$ cat src/source/box_pkg.sv
package box_pkg;

  //////////////////////////////
  // sizes
  //////////////////////////////

  localparam int PX_W         = 8;
  localparam int WIN          = 3;
  localparam int LINE_BUFS    = WIN + 1;                // one line is written while three are read
  localparam int MAX_LINE_LEN = 16;
  localparam int LINE_ADDR_W  = $clog2( MAX_LINE_LEN );
  localparam int BUF_IDX_W    = $clog2( LINE_BUFS );
  localparam int SUM_W        = PX_W + 4;               // nine full scale pixels still fit

  //////////////////////////////
  // stream words
  //////////////////////////////

  typedef logic [PX_W - 1 : 0] px_t;

  typedef struct packed {
    px_t  tdata;
    logic tvalid;
    logic tlast;                                        // last pixel of a line
    logic tuser;                                        // first pixel of a frame
  } stream_word_t;

  // px[row][col], row 0 is the oldest line and col 0 the leftmost column
  typedef struct packed {
    px_t [WIN - 1 : 0][WIN - 1 : 0] px;
    logic                           tvalid;
    logic                           tlast;
    logic                           tuser;
  } window_t;

  typedef struct packed {
    logic [SUM_W - 1 : 0] tdata;
    logic                 tvalid;
    logic                 tlast;
    logic                 tuser;
  } sum_word_t;

endpackage

$ cat src/source/line_buf.sv
`timescale 1ns/1ps

module line_buf
  import box_pkg::*;
(
  input  logic                     clk_i,
  input  logic                     rst_i,
  input  logic                     wr_i,
  input  px_t                      wr_px_i,
  input  logic                     wr_last_i,
  input  logic [LINE_ADDR_W - 1 : 0] rd_addr_i,
  input  logic                     flush_i,
  output px_t                      rd_px_o,
  output logic                     full_o,
  output logic [LINE_ADDR_W : 0]   len_o
);

px_t                      mem [MAX_LINE_LEN];
logic [LINE_ADDR_W - 1 : 0] wr_ptr;
logic [LINE_ADDR_W - 1 : 0] base_ptr;

// a flush and the first write of the next line may share one cycle
assign base_ptr = flush_i ? '0 : wr_ptr;

//////////////////////////////
// pixel storage
//////////////////////////////

always_ff @( posedge clk_i )
  if( wr_i )
    mem[base_ptr] <= wr_px_i;

always_ff @( posedge clk_i )
  rd_px_o <= mem[rd_addr_i];                            // one cycle behind the address

//////////////////////////////
// line status
//////////////////////////////

always_ff @( posedge clk_i, posedge rst_i )
  if( rst_i )
    begin
      wr_ptr <= '0;
      full_o <= 1'b0;
      len_o  <= '0;
    end
  else
    begin
      if( flush_i )
        full_o <= 1'b0;
      if( wr_i )
        begin
          wr_ptr <= base_ptr + 1'b1;
          if( wr_last_i )
            begin
              full_o <= 1'b1;                           // line complete, held until flushed
              len_o  <= { 1'b0, base_ptr } + 1'b1;
            end
        end
      else
        if( flush_i )
          wr_ptr <= '0;
    end

endmodule

$ cat src/source/window_buf.sv
`timescale 1ns/1ps

module window_buf
  import box_pkg::*;
(
  input  logic         clk_i,
  input  logic         rst_i,
  input  stream_word_t video_i,
  output logic         video_ready_o,
  output window_t      win_o,
  input  logic         win_ready_i
);

logic [LINE_BUFS - 1 : 0]   wr_sel;
logic [LINE_BUFS - 1 : 0]   wr_hit;
logic [LINE_BUFS - 1 : 0]   line_full;
logic [LINE_BUFS - 1 : 0]   line_flush;
logic [LINE_ADDR_W : 0]     line_len [LINE_BUFS];
px_t                        rd_px    [LINE_BUFS];
logic                       frame_start;
logic                       wr_accept;
logic                       lines_ready;
logic                       rd_idle;
logic                       rd_go;
logic [BUF_IDX_W - 1 : 0]   rd_pos;
logic                       rd_active;
logic                       iss_done;
logic [LINE_ADDR_W - 1 : 0] rd_col;
logic [LINE_ADDR_W - 1 : 0] rd_addr;
logic [LINE_ADDR_W : 0]     last_col;
logic                       d1_valid;
logic                       d1_last;
logic [LINE_ADDR_W - 1 : 0] d1_col;
logic                       advance;
logic                       pass_end;
logic                       win_load;
logic                       first_pend;
px_t [WIN - 1 : 0]          col_px;
px_t [WIN - 1 : 0][WIN - 1 : 0] win_px;
logic                       win_valid;
logic                       win_last;
logic                       win_user;

//////////////////////////////
// write side
//////////////////////////////

assign frame_start   = video_i.tvalid && video_i.tuser;
assign wr_hit        = frame_start ? LINE_BUFS'( 1 ) : wr_sel;
// a new frame waits until the previous one has been read out
assign video_ready_o = frame_start ? rd_idle : !( |( wr_sel & line_full ) );
assign wr_accept     = video_i.tvalid && video_ready_o;

always_ff @( posedge clk_i, posedge rst_i )
  if( rst_i )
    wr_sel <= LINE_BUFS'( 1 );
  else
    if( wr_accept )
      begin
        if( video_i.tlast )
          wr_sel <= { wr_hit[LINE_BUFS - 2 : 0], wr_hit[LINE_BUFS - 1] };
        else
          wr_sel <= wr_hit;
      end

for( genvar i = 0; i < LINE_BUFS; i++ )
  begin : g_line
    assign line_flush[i] = ( wr_accept && frame_start ) ||
                           ( pass_end && ( rd_pos == BUF_IDX_W'( i ) ) );

    line_buf line_buf_i (
      .clk_i     ( clk_i                 ),
      .rst_i     ( rst_i                 ),
      .wr_i      ( wr_accept && wr_hit[i] ),
      .wr_px_i   ( video_i.tdata         ),
      .wr_last_i ( video_i.tlast         ),
      .rd_addr_i ( rd_addr               ),
      .flush_i   ( line_flush[i]         ),
      .rd_px_o   ( rd_px[i]              ),
      .full_o    ( line_full[i]          ),
      .len_o     ( line_len[i]           )
    );
  end

//////////////////////////////
// read side
//////////////////////////////

always_comb
  begin
    lines_ready = 1'b1;
    for( int k = 0; k < WIN; k++ )
      begin
        lines_ready = lines_ready && line_full[rd_pos + BUF_IDX_W'( k )];
        col_px[k]   = rd_px[rd_pos + BUF_IDX_W'( k )];   // row 0 from the oldest line
      end
  end

assign rd_go    = !rd_active && lines_ready;
assign rd_idle  = !rd_active && !lines_ready;
assign last_col = line_len[rd_pos] - 1'b1;
assign advance  = win_ready_i || !win_valid;
assign rd_addr  = advance ? rd_col : d1_col;            // stalled, re-read the held column
assign pass_end = advance && d1_valid && d1_last;
assign win_load = advance && d1_valid && ( d1_col >= LINE_ADDR_W'( WIN - 1 ) );

always_ff @( posedge clk_i, posedge rst_i )
  if( rst_i )
    begin
      rd_active <= 1'b0;
      iss_done  <= 1'b0;
      rd_col    <= '0;
      rd_pos    <= '0;
    end
  else
    if( wr_accept && frame_start )
      rd_pos <= '0;
    else
      if( rd_go )
        begin
          rd_active <= 1'b1;
          iss_done  <= 1'b0;
          rd_col    <= '0;
        end
      else
        if( pass_end )
          begin
            rd_active <= 1'b0;
            rd_pos    <= rd_pos + 1'b1;                 // oldest line is flushed now
          end
        else
          if( advance && rd_active && !iss_done )
            begin
              rd_col <= rd_col + 1'b1;
              if( { 1'b0, rd_col } == last_col )
                iss_done <= 1'b1;
            end

always_ff @( posedge clk_i, posedge rst_i )
  if( rst_i )
    begin
      d1_valid <= 1'b0;
      d1_last  <= 1'b0;
      d1_col   <= '0;
    end
  else
    if( advance )
      begin
        d1_valid <= rd_active && !iss_done;
        d1_last  <= ( { 1'b0, rd_col } == last_col );
        d1_col   <= rd_col;
      end

//////////////////////////////
// window register
//////////////////////////////

always_ff @( posedge clk_i )
  if( advance && d1_valid )
    for( int r = 0; r < WIN; r++ )
      begin
        for( int c = 0; c < WIN - 1; c++ )
          win_px[r][c] <= win_px[r][c + 1];
        win_px[r][WIN - 1] <= col_px[r];
      end

always_ff @( posedge clk_i, posedge rst_i )
  if( rst_i )
    first_pend <= 1'b0;
  else
    if( wr_accept && frame_start )
      first_pend <= 1'b1;
    else
      if( win_load )
        first_pend <= 1'b0;

always_ff @( posedge clk_i, posedge rst_i )
  if( rst_i )
    begin
      win_valid <= 1'b0;
      win_last  <= 1'b0;
      win_user  <= 1'b0;
    end
  else
    if( advance )
      begin
        win_valid <= win_load;
        win_last  <= win_load && d1_last;
        win_user  <= win_load && first_pend;
      end

assign win_o = '{ px: win_px, tvalid: win_valid, tlast: win_last, tuser: win_user };

endmodule

$ cat src/source/window_sum.sv
`timescale 1ns/1ps

module window_sum
  import box_pkg::*;
(
  input  logic      clk_i,
  input  logic      rst_i,
  input  window_t   win_i,
  output logic      win_ready_o,
  output sum_word_t sum_o,
  input  logic      sum_ready_i
);

logic [SUM_W - 1 : 0] row_sum [WIN];
logic [SUM_W - 1 : 0] part_q  [WIN];
logic [SUM_W - 1 : 0] total;
logic [SUM_W - 1 : 0] total_q;
logic                 s1_valid;
logic                 s1_last;
logic                 s1_user;
logic                 s2_valid;
logic                 s2_last;
logic                 s2_user;
logic                 adv1;
logic                 adv2;

assign adv2        = sum_ready_i || !s2_valid;
assign adv1        = adv2 || !s1_valid;
assign win_ready_o = adv1;

//////////////////////////////
// stage one, row sums
//////////////////////////////

always_comb
  for( int r = 0; r < WIN; r++ )
    begin
      row_sum[r] = '0;
      for( int c = 0; c < WIN; c++ )
        row_sum[r] = row_sum[r] + SUM_W'( win_i.px[r][c] );
    end

always_ff @( posedge clk_i )
  if( adv1 )
    part_q <= row_sum;

always_ff @( posedge clk_i, posedge rst_i )
  if( rst_i )
    begin
      s1_valid <= 1'b0;
      s1_last  <= 1'b0;
      s1_user  <= 1'b0;
    end
  else
    if( adv1 )
      begin
        s1_valid <= win_i.tvalid;
        s1_last  <= win_i.tlast;
        s1_user  <= win_i.tuser;
      end

//////////////////////////////
// stage two, final sum
//////////////////////////////

always_comb
  begin
    total = '0;
    for( int r = 0; r < WIN; r++ )
      total = total + part_q[r];                        // 9 x 255 stays below 2**SUM_W
  end

always_ff @( posedge clk_i )
  if( adv2 )
    total_q <= total;

always_ff @( posedge clk_i, posedge rst_i )
  if( rst_i )
    begin
      s2_valid <= 1'b0;
      s2_last  <= 1'b0;
      s2_user  <= 1'b0;
    end
  else
    if( adv2 )
      begin
        s2_valid <= s1_valid;
        s2_last  <= s1_last;
        s2_user  <= s1_user;
      end

assign sum_o = '{ tdata: total_q, tvalid: s2_valid, tlast: s2_last, tuser: s2_user };

endmodule

$ cat src/source/box_filter_top.sv
`timescale 1ns/1ps

module box_filter_top
  import box_pkg::*;
(
  input  logic         clk_i,
  input  logic         rst_i,
  input  stream_word_t video_i,
  output logic         video_ready_o,
  output sum_word_t    sum_o,
  input  logic         sum_ready_i
);

window_t win;
logic    win_ready;

window_buf window_buf_i (
  .clk_i         ( clk_i         ),
  .rst_i         ( rst_i         ),
  .video_i       ( video_i       ),
  .video_ready_o ( video_ready_o ),
  .win_o         ( win           ),
  .win_ready_i   ( win_ready     )
);

// two cycle adder tree behind the window builder
window_sum window_sum_i (
  .clk_i       ( clk_i       ),
  .rst_i       ( rst_i       ),
  .win_i       ( win         ),
  .win_ready_o ( win_ready   ),
  .sum_o       ( sum_o       ),
  .sum_ready_i ( sum_ready_i )
);

endmodule

$ cat config.mk
export PLATFORM = sky130hd
export DESIGN_NAME = box_filter_top
export DESIGN_NICKNAME = d
export VERILOG_FILES = /design/src/source/box_pkg.sv /design/src/source/line_buf.sv /design/src/source/window_buf.sv /design/src/source/window_sum.sv /design/src/source/box_filter_top.sv
export SDC_FILE = /design/constraint.sdc
export NUM_CORES = 1
export LEC_CHECK = 0
export ABC_CLOCK_PERIOD_IN_PS = 5100
export BUFFER_PORTS_ARGS = -buffer_cell sky130_fd_sc_hd__buf_2
export CORE_MARGIN = 5
export CORE_UTILIZATION = 42
export DETAILED_ROUTE_END_ITERATION = 10
export GPL_TIMING_DRIVEN = 0
export SYNTH_ARGS = -nofsm -noshare
export SYNTH_HDL_FRONTEND = slang
export SYNTH_SLANG_ARGS = --single-unit
$ cat constraint.sdc
create_clock -name clk_i -period 5.1 [get_ports clk_i]
set_input_delay 0.51 -clock clk_i [delete_from_list [all_inputs] [get_ports clk_i]]
set_output_delay 0.51 -clock clk_i [all_outputs]
set_load 0.05 [all_outputs]
==> metrics.txt <==
status=finished, final reports clean; DR iter-0 viols=1666; post-synthesis mux area share=0.0542; largest net degree at the start of global routing=between 70 and 80; Die Width=280 µm; RR Startpoint=window_buf_i.rd_pos[1]$_DFFE_PP0P_; Power Dens Cells=373 mW/mm²; initial antenna violation count=2; family with the most delay on the worst path=simple AND/OR/NAND/NOR gates; antenna-violating nets left=0; Simple-Gate Fraction of Synth Area=0.114; most frequent cells in the layout=626 x edfxtp_1, 407 x nand2_1, 117 x nand3_1, 86 x a21oi_1, 80 x ha_1; Arr. time, crit path=about 5.2 ns; H-tree depth=3; VDD IR max=approximately 0.26 mV; reg-to-reg critical path endpoint=window_buf_i.g_line[2].line_buf_i.mem[10][1]$_DFFE_PP_; DP Area=0.0322 mm²; fin. max-slew vios=0; CP max-delay cell=nor3b_1; worst reg-to-reg setup slack=0.12 ns; clock sinks=726; Root Driver=clkbuf_16; total inserted antenna cells=0; ys async rst share=0.0937; Num CTS Buffers=76; Place WS=-0.839 ns; GP Congestion=0.905; clk buf depth=3; static leakage=approximately 12 nW; Mapped Area=0.0307 mm²; finished layout cell area=around 0.035 mm²; die height=about 280 µm; Congestion Overflow GR=0; share of cells above drive strength 1=0.126; drt wl/cell=around 23 µm; unrepaired setup endpoints after global routing=yes; min cycle time layout=4.98 ns; Synth Area in Adders=0.0438; most frequent CP cell=clkbuf_2; CP bufs+invs=5; gr usage total=0.196; final hold viol count=0; Power, Total=0.0129 W; Seq/Total Area, Yosys=0.690; final wirelength=77200 µm; setup_tns=0 ns; main combinational cell family by area after synthesis=simple AND/OR/NAND/NOR gates; DP HPWL=53200 µm; drt drc=0; post-synthesis cell count=2181; First-pass DRT Iterations=5; Mean Syn Cell Area=approximately 14 µm²; Yosys warning total=0; vias per cell=5.52; port buffer count=28; Worst Path Max Fanout=10; I/O pins=30; crit-path max cell delay=0.60 ns; global-route wire length before repair=116000 µm; cts hold-fix bufs=0; CTS tree=yes; die area=0.0785 mm²; Clock Pin Slew Worst Setup and Hold Paths=0.06 ns; Post-Layout Cell Count=3315; Synth Flop Type=edfxtp_1; commonest non-fill, non-tap cell in the layout=edfxtp_1; starting density of the core=0.422; Synth Area in Compound Gates=0.0589; Worst setup EP type=flop; Syn Nets=2292; final-report setup violation count=0; CP cell instances=clkbuf_2, clkbuf_2, inv_1, ha_1, buf_4, mux2i_1, nor2_1, or3_1, clkbuf_1, nand3_1, nor3b_1, and2_1; placed instance count=approximately 3200; Yosys cell types=66; Tcrit/Tclk final=0.977; register area=0.0211 mm²; hold crit path type=in -> async; WS Path Type=reg -> reg; CP startpoint kind=flop; site row count=between 90 and 100; r2r worst-path depth=12; fmax=201 MHz; Post-CTS Setup Repair Bufs=0; slew at the pin closest to its max-slew limit=around 1.3 ns; Worst-Skew Late Latency=~0.62 ns; total of max-cap violations=0; crit path setup slack, layout=0.115 ns; EDFF count, synth=626; Crit path depth=12; Clock Skew=0.0252 ns; number of nets in the layout=2406; Area Growth Syn to Fin=13.1%; fillers=about 6200; xor-xnor portion of the synthesized cell area=0.0194; Via Count=18285; critical path required time=5.34 ns; area of the multi-input gates=0.00903 mm²; vias in the first global route=around 18000; core area=0.0727 mm²; slew margin rel.=0.107; FF+latch count, synth=726
## stage by stage
stage,hold WS [ns],util
4_1_cts,0.0745,0.476
2_1_floorplan,0.431,-
3_5_place_dp,0.445,0.442
3_3_place_gp,0.436,0.440
6_report,0.0521,0.477
5_1_grt,0.117,0.477
## where the power goes
part | switching (W) | leakage [nW] | internal, W
clock | 0.00231 | 1.21 | 0.00316
sequential | 0.000105 | 6.87 | 0.00659
combinational | 0.000526 | 4.32 | 0.000249
total | 0.00294 | 12.4 | 0.0100
## repair_timing
| action | in CTS | in global routing |
|---|---|---|
| setup endpoints to repair | 491 | 251 |
| resized for setup | 7 | 12 |
| hold endpoints to repair | 0 | 0 |
| pin swaps | 0 | 0 |
## cells in the mapped netlist, types with 7 or more instances
cell      instances  area (µm²)
nand3_1         117         586
a31oi_1           8        50.1
clkbuf_1         50         188
nand2_1         408        1530
mux4_2           54        1220
a22oi_1          50         375
or2_2             7        43.8
buf_4             8        60.1
dfxtp_1          32         641
o21ai_1          16        80.1
a32oi_1           8        70.1
nand2b_1          8        50.1
o21ai_0          47         235
o22ai_1           8        50.1
dfrtp_1          67        1680
nor2_1           52         195
and3_1           22         138
inv_1            44         165
edfxtp_1        626       18800
fa_1             17         340
nor2b_1          15        93.8
a21o_1           11        82.6
or4_1            10        75.1
xor2_1           19         166
buf_1            10        37.5
xnor2_1          49         429
mux2_2            8        90.1
mux2i_1          31         310
buf_2            28         140
nor3_1           22         110
nand4_1          33         206
a21oi_1          90         450
and2_1           43         269
ha_1             80        1000
o21a_1           10        75.1
a21boi_0         11        82.6
## worst max path at each step
stage	from	end	slack, ns
3_3_place_gp	window_buf_i.rd_pos[1]$_DFFE_PP0P_	window_buf_i.g_line[2].line_buf_i.mem[12][3]$_DFFE_PP_	-1.40
5_1_grt	window_buf_i.rd_pos[1]$_DFFE_PP0P_	window_buf_i.g_line[2].line_buf_i.mem[10][1]$_DFFE_PP_	-0.01
2_1_floorplan	window_buf_i.rd_pos[0]$_DFFE_PP0P_	window_buf_i.g_line[0].line_buf_i.mem[3][0]$_DFFE_PP_	0.33
3_5_place_dp	window_buf_i.rd_pos[1]$_DFFE_PP0P_	window_buf_i.g_line[0].line_buf_i.mem[15][0]$_DFFE_PP_	-0.84
4_1_cts	window_buf_i.rd_pos[1]$_DFFE_PP0P_	window_buf_i.g_line[0].line_buf_i.mem[15][1]$_DFFE_PP_	0.02
6_report	window_buf_i.rd_pos[1]$_DFFE_PP0P_	window_buf_i.g_line[2].line_buf_i.mem[10][1]$_DFFE_PP_	0.12
## per-layer routing
metal	routed length, µm	up-vias	track usage
met3	5620	133	0.0399
met1	31200	9147	0.257
met2	37700	663	0.329
met4	2620	0	0.0637
met5	0	-	0
li1	-	8342	-
## layout make-up
class                   count  share of cell area
flip-flops and latches    726               0.610
multi-input cells        1312               0.261
clock buffers              91              0.0574
well taps                 959              0.0346
clock inverters            48              0.0133
plain buffers              95              0.0123
repair buffers             37             0.00679
inverters                  47             0.00523
## logic make-up (layout without fill, tap and decap cells)
group | after synthesis | after routing
multiplexers | 95 | 95
XOR/XNOR | 68 | 68
flip-flops | 726 | 726
buffers and inverters | 143 | 318
AND/OR/NAND/NOR | 763 | 763
AO/OA/AOI/OAI | 289 | 289
adder cells (fa/ha/maj) | 97 | 97
## registers in the layout, indices dropped and copies added (netlist names), 2 cells and up
register / cells
window_buf_i.g_line.line_buf_i.mem: 512
window_buf_i.win_o: 72
window_buf_i.g_line.line_buf_i.rd_px_o: 32
window_sum_i.part_q: 30
window_buf_i.g_line.line_buf_i.len_o: 20
window_buf_i.g_line.line_buf_i.wr_ptr: 16
window_sum_i.total_q: 12
window_buf_i.d1_col: 4
window_buf_i.g_line.line_buf_i.full_o: 4
window_buf_i.rd_col: 4
window_buf_i.wr_sel: 4
window_buf_i.rd_pos: 2
Power figures use the tool's default switching activity.
